<file path="src/fp_format_pkg.sv">
// Single-precision word layout, exponent bias and special encodings
package fp_format_pkg;

	// Field widths of a binary32 word
	localparam int EXP_W = 8;
	localparam int FRAC_W = 23;
	localparam int WORD_W = 1 + EXP_W + FRAC_W;

	localparam int EXP_BIAS = 127;

	// All-ones exponent reserved for infinity and NaN
	localparam int EXP_MAX = 2 * EXP_BIAS + 1;

	// Canonical quiet NaN is positive with the top fraction bit set
	localparam logic [WORD_W-1:0] QNAN = {
		1'b0,
		{EXP_W{1'b1}},
		1'b1,
		{(FRAC_W - 1){1'b0}}
	};

	typedef struct packed {
		logic sign;
		logic [EXP_W-1:0] exp;
		logic [FRAC_W-1:0] frac;
	} fp32_fields_t;

	// Same 32 bits seen either as a raw word or as its fields
	typedef union packed {
		logic [WORD_W-1:0] raw;
		fp32_fields_t f;
	} fp32_t;

endpackage
</file>
<file path="src/fp_add_pkg.sv">
// Internal datapath widths and the special-result class of the FP adder
package fp_add_pkg;

	// Hidden bit, fraction, then guard, round and sticky
	localparam int SIG_W = fp_format_pkg::FRAC_W + 4;

	// One bit of headroom for the carry of an addition
	localparam int MANT_W = SIG_W + 1;

	// Alignment shift and leading-zero count up to SIG_W
	localparam int SHAMT_W = $clog2(SIG_W + 1);

	// Signed exponent with room for normalize overshoot either way
	localparam int EXP_IW = fp_format_pkg::EXP_W + 2;

	// Result class decided in stage one and carried to stage three
	typedef enum logic [1:0] {
		SP_NONE,
		SP_ZERO,
		SP_INF,
		SP_NAN
	} special_t;

endpackage

</file>
<file path="src/fp_adder.sv">
// Pipelined single-precision FP adder and subtractor with three cycles from input to result
`timescale 1ns/1ns

module fp_adder (
	input logic clk,
	input logic rst,
	input logic in_valid,
	input logic [fp_format_pkg::WORD_W-1:0] in_a,
	input logic [fp_format_pkg::WORD_W-1:0] in_b,
	input logic in_sub,
	output logic out_valid,
	output logic [fp_format_pkg::WORD_W-1:0] out_result
);
	import fp_format_pkg::*;
	import fp_add_pkg::*;

	// Input registers
	logic in_valid_q;
	fp32_t a_q, b_q;
	logic sub_q;

	// Stage one outputs and registers
	logic [SIG_W-1:0] al_sig_large, al_sig_small;
	logic al_eff_sub;
	logic al_sign;
	logic [EXP_W-1:0] al_exp;
	special_t al_special;

	logic s1_valid;
	logic [SIG_W-1:0] s1_sig_large, s1_sig_small;
	logic s1_eff_sub;
	logic s1_sign;
	logic [EXP_W-1:0] s1_exp;
	special_t s1_special;

	// Stage two adder operands and registers
	logic [MANT_W-1:0] add_a, add_b;
	logic [MANT_W-1:0] add_sum;
	logic add_cout;

	logic s2_valid;
	logic [MANT_W-1:0] s2_sum;
	logic s2_cout;
	logic s2_eff_sub;
	logic s2_sign;
	logic [EXP_W-1:0] s2_exp;
	special_t s2_special;

	fp32_t nr_result;

	always_ff @(posedge clk) begin
		if (rst) begin
			in_valid_q <= 1'b0;
			s1_valid <= 1'b0;
			s2_valid <= 1'b0;
			out_valid <= 1'b0;
		end else begin
			in_valid_q <= in_valid;
			s1_valid <= in_valid_q;
			s2_valid <= s1_valid;
			out_valid <= s2_valid;
		end
	end

	fp_align fp_align_inst (
		.a(a_q),
		.b(b_q),
		.sub(sub_q),
		.sig_large(al_sig_large),
		.sig_small(al_sig_small),
		.eff_sub(al_eff_sub),
		.sign(al_sign),
		.exp(al_exp),
		.special(al_special)
	);

	// Inverted small operand plus carry in gives the two's complement
	assign add_a = {1'b0, s1_sig_large};
	assign add_b = s1_eff_sub ? ~{1'b0, s1_sig_small} : {1'b0, s1_sig_small};

	prefix_adder #(
		.WIDTH(MANT_W)
	) prefix_adder_inst (
		.a(add_a),
		.b(add_b),
		.cin(s1_eff_sub),
		.sum(add_sum),
		.cout(add_cout)
	);

	fp_normalize_round fp_normalize_round_inst (
		.sum(s2_sum),
		.cout(s2_cout),
		.eff_sub(s2_eff_sub),
		.sign(s2_sign),
		.exp(s2_exp),
		.special(s2_special),
		.result(nr_result)
	);

	// Data path registers
	always_ff @(posedge clk) begin
		a_q <= in_a;
		b_q <= in_b;
		sub_q <= in_sub;

		s1_sig_large <= al_sig_large;
		s1_sig_small <= al_sig_small;
		s1_eff_sub <= al_eff_sub;
		s1_sign <= al_sign;
		s1_exp <= al_exp;
		s1_special <= al_special;

		s2_sum <= add_sum;
		s2_cout <= add_cout;
		s2_eff_sub <= s1_eff_sub;
		s2_sign <= s1_sign;
		s2_exp <= s1_exp;
		s2_special <= s1_special;

		out_result <= nr_result;
	end

endmodule

</file>
<file path="src/fp_normalize_round.sv">
// FP adder stage three normalizes, rounds to nearest even and packs the result
`timescale 1ns/1ns

module fp_normalize_round (
	input logic [fp_add_pkg::MANT_W-1:0] sum,
	input logic cout,
	input logic eff_sub,
	input logic sign,
	input logic [fp_format_pkg::EXP_W-1:0] exp,
	input fp_add_pkg::special_t special,
	output fp_format_pkg::fp32_t result
);
	import fp_format_pkg::*;
	import fp_add_pkg::*;

	function automatic logic [SHAMT_W-1:0] count_lz(input logic [SIG_W-1:0] v);
		logic found;
		count_lz = SHAMT_W'(SIG_W);
		found = 1'b0;
		for (int k = SIG_W - 1; k >= 0; k--) begin
			if (!found && v[k]) begin
				count_lz = SHAMT_W'(SIG_W - 1 - k);
				found = 1'b1;
			end
		end
	endfunction

	logic carry;
	logic zero_sum;
	logic [SIG_W-1:0] low_sig;
	logic [SHAMT_W-1:0] lz;
	logic signed [EXP_IW-1:0] exp_ext;
	logic signed [EXP_IW-1:0] exp_norm;
	logic signed [EXP_IW-1:0] exp_rnd;
	logic [SIG_W-1:0] norm;
	logic lsb, guard_bit, round_bit, sticky_bit;
	logic round_up;
	logic [FRAC_W+1:0] mant_rnd;

	// On subtraction the carry out only marks a borrow-free difference
	assign carry = sum[MANT_W-1] | (cout & ~eff_sub);
	assign zero_sum = (sum == '0);
	assign low_sig = sum[SIG_W-1:0];
	assign lz = count_lz(low_sig);
	assign exp_ext = EXP_IW'(exp);

	always_comb begin
		if (carry) begin
			// Shift right one with the dropped bit folded into sticky
			norm = {sum[MANT_W-1:2], |sum[1:0]};
			exp_norm = exp_ext + EXP_IW'(1);
		end else begin
			norm = low_sig << lz;
			exp_norm = exp_ext - EXP_IW'(lz);
		end
	end

	assign lsb = norm[3];
	assign guard_bit = norm[2];
	assign round_bit = norm[1];
	assign sticky_bit = norm[0];

	// Ties go to the even significand
	assign round_up = guard_bit & (round_bit | sticky_bit | lsb);
	assign mant_rnd = {1'b0, norm[SIG_W-1:3]} + (FRAC_W + 2)'(round_up);

	// Rounding overflow leaves 1.0 whose fraction bits are already zero
	assign exp_rnd = exp_norm + EXP_IW'(mant_rnd[FRAC_W+1]);

	always_comb begin
		result.raw = '0;
		case (special)
			SP_NAN: begin
				result.raw = QNAN;
			end
			SP_INF: begin
				result.f.sign = sign;
				result.f.exp = EXP_W'(EXP_MAX);
			end
			SP_ZERO: begin
				result.f.sign = sign;
			end
			default: begin
				if (zero_sum) begin
					// Exact cancellation is +0
					result.raw = '0;
				end else if (exp_rnd >= EXP_MAX) begin
					result.f.sign = sign;
					result.f.exp = EXP_W'(EXP_MAX);
				end else if (exp_rnd <= 0) begin
					// Below the normal range flush to signed zero
					result.f.sign = sign;
				end else begin
					result.f.sign = sign;
					result.f.exp = exp_rnd[EXP_W-1:0];
					result.f.frac = mant_rnd[FRAC_W-1:0];
				end
			end
		endcase
	end

endmodule

</file>
<file path="src/prefix_adder.sv">
// Han-Carlson parallel-prefix adder of any width with carry in and carry out
`timescale 1ns/1ns

module prefix_adder #(
	parameter int WIDTH = 28
) (
	input logic [WIDTH-1:0] a,
	input logic [WIDTH-1:0] b,
	input logic cin,
	output logic [WIDTH-1:0] sum,
	output logic cout
);

	localparam int LEVELS = $clog2(WIDTH);

	// Black cell merges generate and propagate of two spans
	function automatic logic [1:0] black_cell(
		input logic g_hi,
		input logic p_hi,
		input logic g_lo,
		input logic p_lo
	);
		black_cell = {g_hi | (p_hi & g_lo), p_hi & p_lo};
	endfunction

	// Grey cell computes generate only
	function automatic logic grey_cell(
		input logic g_hi,
		input logic p_hi,
		input logic g_lo
	);
		grey_cell = g_hi | (p_hi & g_lo);
	endfunction

	// Position 0 holds the carry in and position i+1 holds bit i
	logic [WIDTH:0] p;
	logic [WIDTH:0] g;
	logic [LEVELS:0][WIDTH-1:0] gt;
	logic [LEVELS:0][WIDTH-1:0] pt;
	logic [WIDTH-1:0] c;

	assign p = {a ^ b, 1'b0};
	assign g = {a & b, cin};

	assign gt[0] = g[WIDTH-1:0];
	assign pt[0] = p[WIDTH-1:0];

	genvar lvl, i;
	generate
		// Kogge-Stone over the odd positions only
		for (lvl = 1; lvl <= LEVELS; lvl++) begin : g_level
			localparam int D = 1 << (lvl - 1);
			for (i = 0; i < WIDTH; i++) begin : g_pos
				if ((i % 2 == 1) && (i >= D)) begin : g_black
					assign {gt[lvl][i], pt[lvl][i]} = black_cell(
						gt[lvl-1][i], pt[lvl-1][i],
						gt[lvl-1][i-D], pt[lvl-1][i-D]);
				end else begin : g_pass
					assign gt[lvl][i] = gt[lvl-1][i];
					assign pt[lvl][i] = pt[lvl-1][i];
				end
			end
		end

		// Extra grey level fills the even carries from their odd neighbour
		for (i = 0; i < WIDTH; i++) begin : g_carry
			if ((i % 2 == 1) || (i == 0)) begin : g_odd
				assign c[i] = gt[LEVELS][i];
			end else begin : g_even
				assign c[i] = grey_cell(g[i], p[i], gt[LEVELS][i-1]);
			end
		end
	endgenerate

	assign sum = p[WIDTH:1] ^ c;
	assign cout = g[WIDTH] | (p[WIDTH] & c[WIDTH-1]);

endmodule

</file>
<file path="src/fp_align.sv">
// FP adder stage one unpacks operands, classifies specials, orders by magnitude and aligns
`timescale 1ns/1ns

module fp_align (
	input fp_format_pkg::fp32_t a,
	input fp_format_pkg::fp32_t b,
	input logic sub,
	output logic [fp_add_pkg::SIG_W-1:0] sig_large,
	output logic [fp_add_pkg::SIG_W-1:0] sig_small,
	output logic eff_sub,
	output logic sign,
	output logic [fp_format_pkg::EXP_W-1:0] exp,
	output fp_add_pkg::special_t special
);
	import fp_format_pkg::*;
	import fp_add_pkg::*;

	logic sign_a, sign_b;
	logic zero_a, zero_b;
	logic inf_a, inf_b;
	logic nan_a, nan_b;
	logic [FRAC_W-1:0] frac_a, frac_b;
	logic [SIG_W-1:0] sig_a, sig_b;
	logic a_larger;
	logic [EXP_W-1:0] exp_s;
	logic [EXP_W-1:0] exp_diff;
	logic [SIG_W-1:0] sig_s;
	logic [SHAMT_W-1:0] shamt;
	logic [SIG_W-1:0] shifted;
	logic [SIG_W-1:0] lost_mask;
	logic sticky;

	// Subtraction is addition with b negated
	assign sign_a = a.f.sign;
	assign sign_b = b.f.sign ^ sub;
	assign eff_sub = sign_a ^ sign_b;

	// Zero exponent covers true zeros and denormals
	assign zero_a = (a.f.exp == '0);
	assign zero_b = (b.f.exp == '0);
	assign inf_a = (a.f.exp == EXP_W'(EXP_MAX)) && (a.f.frac == '0);
	assign inf_b = (b.f.exp == EXP_W'(EXP_MAX)) && (b.f.frac == '0);
	assign nan_a = (a.f.exp == EXP_W'(EXP_MAX)) && (a.f.frac != '0);
	assign nan_b = (b.f.exp == EXP_W'(EXP_MAX)) && (b.f.frac != '0);

	assign frac_a = zero_a ? '0 : a.f.frac;
	assign frac_b = zero_b ? '0 : b.f.frac;
	assign sig_a = {~zero_a, frac_a, 3'b000};
	assign sig_b = {~zero_b, frac_b, 3'b000};

	// Magnitude order compares exponent first then fraction
	assign a_larger = {a.f.exp, frac_a} >= {b.f.exp, frac_b};

	assign exp = a_larger ? a.f.exp : b.f.exp;
	assign exp_s = a_larger ? b.f.exp : a.f.exp;
	assign sig_large = a_larger ? sig_a : sig_b;
	assign sig_s = a_larger ? sig_b : sig_a;

	// Saturate the shift so far-apart operands collapse into sticky
	assign exp_diff = exp - exp_s;
	assign shamt = (exp_diff >= EXP_W'(SIG_W)) ? SHAMT_W'(SIG_W) : exp_diff[SHAMT_W-1:0];

	assign shifted = sig_s >> shamt;
	assign lost_mask = ~({SIG_W{1'b1}} << shamt);
	assign sticky = |(sig_s & lost_mask);
	assign sig_small = {shifted[SIG_W-1:1], shifted[0] | sticky};

	always_comb begin
		if (nan_a || nan_b || (inf_a && inf_b && eff_sub)) begin
			special = SP_NAN;
			sign = 1'b0;
		end else if (inf_a) begin
			special = SP_INF;
			sign = sign_a;
		end else if (inf_b) begin
			special = SP_INF;
			sign = sign_b;
		end else if (zero_a && zero_b) begin
			// Only -0 plus -0 stays negative
			special = SP_ZERO;
			sign = sign_a & sign_b;
		end else begin
			special = SP_NONE;
			sign = a_larger ? sign_a : sign_b;
		end
	end

endmodule

</file>
<file path="config.mk">
export PLATFORM = sky130hd
export DESIGN_NAME = fp_adder
export DESIGN_NICKNAME = d
export VERILOG_FILES = /design/src/fp_format_pkg.sv /design/src/fp_add_pkg.sv /design/src/fp_adder.sv /design/src/fp_normalize_round.sv /design/src/prefix_adder.sv /design/src/fp_align.sv
export SDC_FILE = /design/constraint.sdc
export NUM_CORES = 1
export LEC_CHECK = 0
export BUFFER_PORTS_ARGS = -buffer_cell sky130_fd_sc_hd__buf_2
export CORE_ASPECT_RATIO = 0.9
export CORE_MARGIN = 2
export CORE_UTILIZATION = 25
export CTS_BUF_LIST = sky130_fd_sc_hd__clkbuf_8
export CTS_CLUSTER_SIZE = 24
export DETAILED_ROUTE_END_ITERATION = 8
export PLACE_DENSITY = 0.37
export SYNTH_ARGS = -nofsm -noshare
export SYNTH_HDL_FRONTEND = slang
export SYNTH_SLANG_ARGS = --single-unit
</file>
<file path="constraint.sdc">
create_clock -name clk -period 6.75 [get_ports clk]
set_input_delay 1.35 -clock clk [delete_from_list [all_inputs] [get_ports clk]]
set_output_delay 1.35 -clock clk [all_outputs]
set_load 0.01 [all_outputs]
</file>
==> impl_metrics.env, run 1 <==
export IMPL_status="finished clean"
export IMPL_diodes=0
export IMPL_cap_violations=0
export IMPL_antenna_left=0
export IMPL_power_w=0.00698
export IMPL_syn2layout_area_growth_pct=23.1
export IMPL_async_reset_ff_frac=0
export IMPL_dieArea_mm2=0.0545
export IMPL_grt_pass1_vias=11973
export IMPL_power_density_mw_per_mm2=431
export IMPL_rr_worst_depth=25
export IMPL_endpoint="s1_sig_small[17]"
export IMPL_finalCriticalPeriod_ps=6460
export IMPL_dieWidth_um=246
export IMPL_grt_max_degree=54
export IMPL_routed_wirelength_um=48900
export IMPL_slew_viol_final=0
export IMPL_drive_gt1_frac=0.212
export IMPL_synthesis_nets=1707
export IMPL_synth_cells=1553
export IMPL_die_height_um=222
export IMPL_hold_viol_final=0
export IMPL_required_ps=7250
export IMPL_critical_path_class="reg -> reg"
export IMPL_post_route_period_util=0.958
export IMPL_hold_class="reg -> reg"
export IMPL_max_vdd_ir_drop_v=0.000147
export IMPL_numPlacedInstances=2382
export IMPL_layout_nets=1896
export IMPL_hpwl_um=38800
export IMPL_final_seq_area_mm2=0.00411
export IMPL_syn_avg_cell_area_um2=8.48
export IMPL_wl_per_cell_um=19.9
export IMPL_max_freq_mhz=155
export IMPL_rrSetupSlack_ps=290
export IMPL_ys_seq_area_frac=0.312
export IMPL_nFillCells=5565
export IMPL_crit_fanout=25
export IMPL_clock_sinks=205
export IMPL_tritoncts="built"
export IMPL_clock_latency_ps=620
export IMPL_gp_congestion=0.905
export IMPL_power_leakage_nw=7.03
export IMPL_drt_iter0_markers=934
export IMPL_grt_pass1_wl_um=73300
export IMPL_maxSlewHeadroom=0.350
export IMPL_grt_ovfl_total=0
export IMPL_multi_input_comb_area_mm2=0.00852
export IMPL_avgViaCountPerCell=5.04
export IMPL_io_buffers=100
export IMPL_htreeDepth=2
export IMPL_core_rowCount=79
export IMPL_clkSlewWorstSetupHoldPaths_ps=60
export IMPL_synth_cell_types=102
export IMPL_start_util=0.254
export IMPL_numCtsBuffers=39
export IMPL_ys_top_cells_by_area="dfxtp_1 (31%), ha_1 (6.9%), mux2i_1 (4.9%)"
export IMPL_start_kind="flop"
export IMPL_cts_root_buf="clkbuf_8"
export IMPL_synth_edff_count=0
export IMPL_drc=0
export IMPL_cts_hold_buf=0
export IMPL_antenna_found_initial=2
export IMPL_core_area_mm2=0.0519
export IMPL_synth_most_common_cell="dfxtp_1"
export IMPL_cp_data_arrival_time_ps=6960
export IMPL_pre_cts_ws_ps=-101
export IMPL_vias=12405
export IMPL_io_pins=101
export IMPL_ctsLongestPathBuffers=3
export IMPL_synth_top_cell_area_share=0.312
export IMPL_timing_final_ws_setup_ps=285
export IMPL_report_final_setup_viol=0
export IMPL_yosys_warnings=0
export IMPL_worst_pin_slew_ps=967
export IMPL_dr_pass1_iters=6
export IMPL_r2r_start="a_q[28]"
export IMPL_stdcell_count=2460
export IMPL_cp_end_kind="flop"
export IMPL_synth_seq_cells=205
export IMPL_reg2reg_to="s1_sig_small[17]"
export IMPL_fin_hold_ws_ps=325
export IMPL_synth_top_cell_by_area="dfxtp_1"
export IMPL_synth_commonest_cells="dfxtp_1 (205), nor2_1 (139), nand2_1 (136)"
export IMPL_finalSetupTns_ps=0
export IMPL_skew_ps=49.4
export IMPL_synth_area_mm2=0.0132
export IMPL_crit_start="a_q[28]"
export IMPL_grt_total_usage=0.176
export IMPL_synthFlopType="dfxtp_1"
==> worst max-delay path, stage by stage, from the launching register on <==
cell	delay (ps)
dfxtp_1	340
nor4_2	360
nand2_1	80
buf_4	220
and2_1	250
ha_1	330
o21a_1	190
o21ai_1	200
a311oi_2	90
o311a_1	380
o31ai_1	210
buf_4	180
and4_1	250
nor2_1	60
ha_1	210
nand3_1	120
o311a_1	250
a31oi_1	170
a2111o_1	590
and2_1	250
nand3_1	210
buf_4	200
mux2i_1	480
nand2_1	180
a221o_1	360
a21oi_1	190
==> state kept, by name, indices dropped and copies added (netlist names), 2 cells and up <==
| signal | flops |
|---|---|
| s1_sig_large | 24 |
| b_q | 32 |
| s1_special | 2 |
| out_result | 32 |
| s2_exp | 8 |
| s2_special | 2 |
| s1_exp | 8 |
| a_q | 32 |
| s1_sig_small | 27 |
| s2_sum | 28 |
==> what timing repair did <==
item,in CTS,in global routing
pin swaps,0,2
setup buffers,0,7
setup endpoints to repair,13,52
resized for setup,3,22
==> kinds of logic (layout without fill, tap and decap cells) <==
logic type / after synthesis / count (layout) / share of synthesized area
multiplexers: 88 / 88 / 0.0729
flip-flops: 205 / 205 / 0.312
adder cells (fa/ha/maj): 86 / 86 / 0.0891
AO/OA/AOI/OAI: 417 / 417 / 0.225
AND/OR/NAND/NOR: 521 / 521 / 0.198
XOR/XNOR: 77 / 77 / 0.0512
buffers and inverters: 159 / 378 / 0.0523
==> stage by stage <==
step	util	area (um2)
4_1_cts	0.309	16000
3_3_place_gp	0.291	15100
6_report	0.312	16200
3_5_place_dp	0.291	15100
5_1_grt	0.312	16200
2_1_floorplan	-	13200
==> cells in the final DEF (no fill, tap or decap), types with 46 or more instances in the layout <==
cell type	netlist	layout
ha_1	73	73
dfxtp_1	205	204
inv_1	75	84
buf_2	18	100
mux2i_1	64	64
buf_4	9	125
nor2_1	139	137
a21oi_1	69	67
o21ai_0	80	78
clkbuf_8	0	46
nand2_1	136	136
==> layout make-up <==
cell class                 count  area share
clock buffer                  46      0.0391
timing repair buffer         229      0.0937
sequential                   205       0.253
inverter                      78      0.0182
clock inverter                25      0.0164
tap                          688      0.0531
multi-input combinational   1189       0.526
==> per-layer routing <==
metal / up-vias / track usage / wire, um
met1: 5894 / 0.249 / 23500
li1: 6053 / - / -
met2: 384 / 0.264 / 21200
met5: - / 0 / 0
met4: 0 / 0.0569 / 1350
met3: 74 / 0.0357 / 2820
==> worst min-delay path by stage <==
stage	startpoint	endpoint	slack [ps]	depth (start not counted)
CTS	s1_special[0]	s2_special[0]	330	0
detailed placement	s1_special[0]	s2_special[0]	310	0
floorplan	s1_exp[0]	s2_exp[0]	310	0
global placement	s1_exp[6]	s2_exp[6]	310	0
global route	s1_exp[7]	s2_exp[7]	330	0
finish	s1_special[0]	s2_special[0]	330	0
==> power by group <==
part	total [W]	switching, W	internal (W)
Clock	0.00141	0.000584	0.000823
Combinational	0.00382	0.00221	0.00161
Sequential	0.00175	0.000251	0.00150
Total	0.00698	0.00304	0.00394
No activity file was read; power rests on OpenSTA's default activity.
==> run 2: changes to the inputs <==
--- a/config.mk
+++ b/config.mk
@@ -6,12 +6,13 @@
 export NUM_CORES = 1
 export LEC_CHECK = 0
 export BUFFER_PORTS_ARGS = -buffer_cell sky130_fd_sc_hd__buf_2
-export CORE_ASPECT_RATIO = 0.9
+export CORE_ASPECT_RATIO = 0.6
 export CORE_MARGIN = 2
 export CORE_UTILIZATION = 25
 export CTS_BUF_LIST = sky130_fd_sc_hd__clkbuf_8
 export CTS_CLUSTER_SIZE = 24
 export DETAILED_ROUTE_END_ITERATION = 8
+export GPL_ROUTABILITY_DRIVEN = 0
 export PLACE_DENSITY = 0.37
 export SYNTH_ARGS = -nofsm -noshare
 export SYNTH_HDL_FRONTEND = slang
==> run 2 against run 1 <==
Clock skew decreased by 11 ps. Routed wire length increased by 4.4%. Via count increased by 2.8%. Critical path depth increased by 2. Register-to-register slack got worse by 60 ps. Global-route usage increased by 1.1 points. Utilization increased by 0.69 points. Fmax decreased by 0.87%. Highest routed layer is now met5.
==> impl_metrics.env, run 2 (synthesis gave the netlist of run 1 again) <==
export IMPL_grt_total_usage=0.187
export IMPL_rrSetupSlack_ps=230
export IMPL_diodes=0
export IMPL_max_freq_mhz=153
export IMPL_required_ps=7200
export IMPL_cts_hold_buf=0
export IMPL_status="finished clean"
export IMPL_worst_pin_slew_ps=934
export IMPL_power_leakage_nw=7.28
export IMPL_cp_common_cell="buf_4"
export IMPL_power_density_mw_per_mm2=425
export IMPL_slowest_delay_ps=460
export IMPL_critPathTopFamily="compound AO/OA/AOI/OAI gates"
export IMPL_dr_pass1_iters=5
export IMPL_drc=0
export IMPL_r2r_start="a_q[23]"
export IMPL_cp_end_kind="flop"
export IMPL_ctsLongestPathBuffers=3
export IMPL_maxSlewHeadroom=0.372
export IMPL_timing_final_ws_setup_ps=228
export IMPL_syn2layout_area_growth_pct=26.8
export IMPL_wl_per_cell_um=20.2
export IMPL_io_pins=101
export IMPL_hold_class="reg -> reg"
export IMPL_dieArea_mm2=0.0546
export IMPL_routed_wirelength_um=51000
export IMPL_grt_pass1_wl_um=77400
export IMPL_htreeDepth=2
export IMPL_top_regs="a_q (32), b_q (32), out_result (32)"
export IMPL_numCtsBuffers=35
export IMPL_cp_buffers_inverters=5
export IMPL_critical_path_class="reg -> reg"
export IMPL_pre_cts_ws_ps=-367
export IMPL_min_from="s1_special[1]"
export IMPL_grt_pass1_vias=12320
export IMPL_grt_max_degree=54
export IMPL_clock_latency_ps=610
export IMPL_clkSlewWorstSetupHoldPaths_ps=60
export IMPL_vias=12758
export IMPL_rsz0062_at_grt="yes"
export IMPL_start_util=0.252
export IMPL_report_final_setup_viol=0
export IMPL_start_kind="flop"
export IMPL_cp_data_arrival_time_ps=6970
export IMPL_crit_start="a_q[23]"
export IMPL_layout_nets=1948
export IMPL_hpwl_um=41300
export IMPL_dieWidth_um=300
export IMPL_core_area_mm2=0.0523
export IMPL_max_vdd_ir_drop_v=0.000159
export IMPL_cts_root_buf="clkbuf_8"
export IMPL_crit_fanout=25
export IMPL_cap_violations=0
export IMPL_fin_hold_ws_ps=323
export IMPL_avgViaCountPerCell=5.06
export IMPL_skew_ps=38.6
export IMPL_final_cell_mix="dfxtp_1 (204), buf_4 (172), nor2_1 (138)"
export IMPL_die_height_um=182
export IMPL_antenna_found_initial=3
export IMPL_io_buffers=100
export IMPL_grt_ovfl_total=0
export IMPL_core_rowCount=65
export IMPL_hold_viol_final=0
export IMPL_final_common_cell="dfxtp_1"
export IMPL_antenna_left=0
export IMPL_post_route_period_util=0.966
export IMPL_drive_gt1_frac=0.246
export IMPL_tritoncts="built"
export IMPL_slowest_stage="a221o_1"
export IMPL_drt_iter0_markers=1135
export IMPL_slew_viol_final=0
export IMPL_finalCriticalPeriod_ps=6520
export IMPL_clock_sinks=205
-- run 2: changes by cell type in the layout (fill, tap and decap cells not counted), moves of 4 or more --
| cell | delta |
|---|---|
| buf_12 | +5 |
| buf_4 | +47 |
| buf_6 | +4 |
| mux2i_1 | -6 |
| mux2i_2 | +6 |
| nor3_1 | -4 |
-- run 2: metrics by stage --
stage	std cells	power (W)	utilization	setup TNS, ps	instance area (um2)
floorplan	1553	0.00413	-	0	13200
global placement	2457	0.00570	0.299	-5400	15600
detailed placement	2457	0.00566	0.299	-4510	15600
CTS	2519	0.00699	0.315	0	16500
global route	2521	0.00759	0.319	-82.7	16700
finish	2521	0.00710	0.319	0	16700
-- run 2: path summary, 6_finish.rpt --
check                     to  cells past startpoint
max          s1_sig_small[5]                     27
min            s2_special[1]                      0
max reg2reg  s1_sig_small[5]                     27
min reg2reg    s2_special[1]                      0
-- run 2: where the power goes --
part	internal [W]	switching, W
sequential	0.00150	0.000250
clock	0.000703	0.000545
combinational	0.00171	0.00239
-- run 2: layout make-up --
cell class                 instances  area [um2]
fill                            5576       35600
multi-input combinational       1189        8630
sequential                       205        4110
timing repair buffer             285        2020
tap                              703         880
clock buffer                      44         606
inverter                          78         295
clock inverter                    17         160
-- run 2: repair_timing --
action | CTS | global route
buffers inserted | 1 | 2
gates resized for setup | 8 | 45
setup endpoints to repair | 42 | 51
pin swaps | 2 | 8
-- run 2: per-layer routing --
layer	vias to the layer above	global-route usage	wire length, um
li1	6173	-	-
met1	6038	0.302	27500
met2	489	0.220	17100
met3	56	0.0672	5500
met4	2	0.0404	883
met5	-	0.0115	85
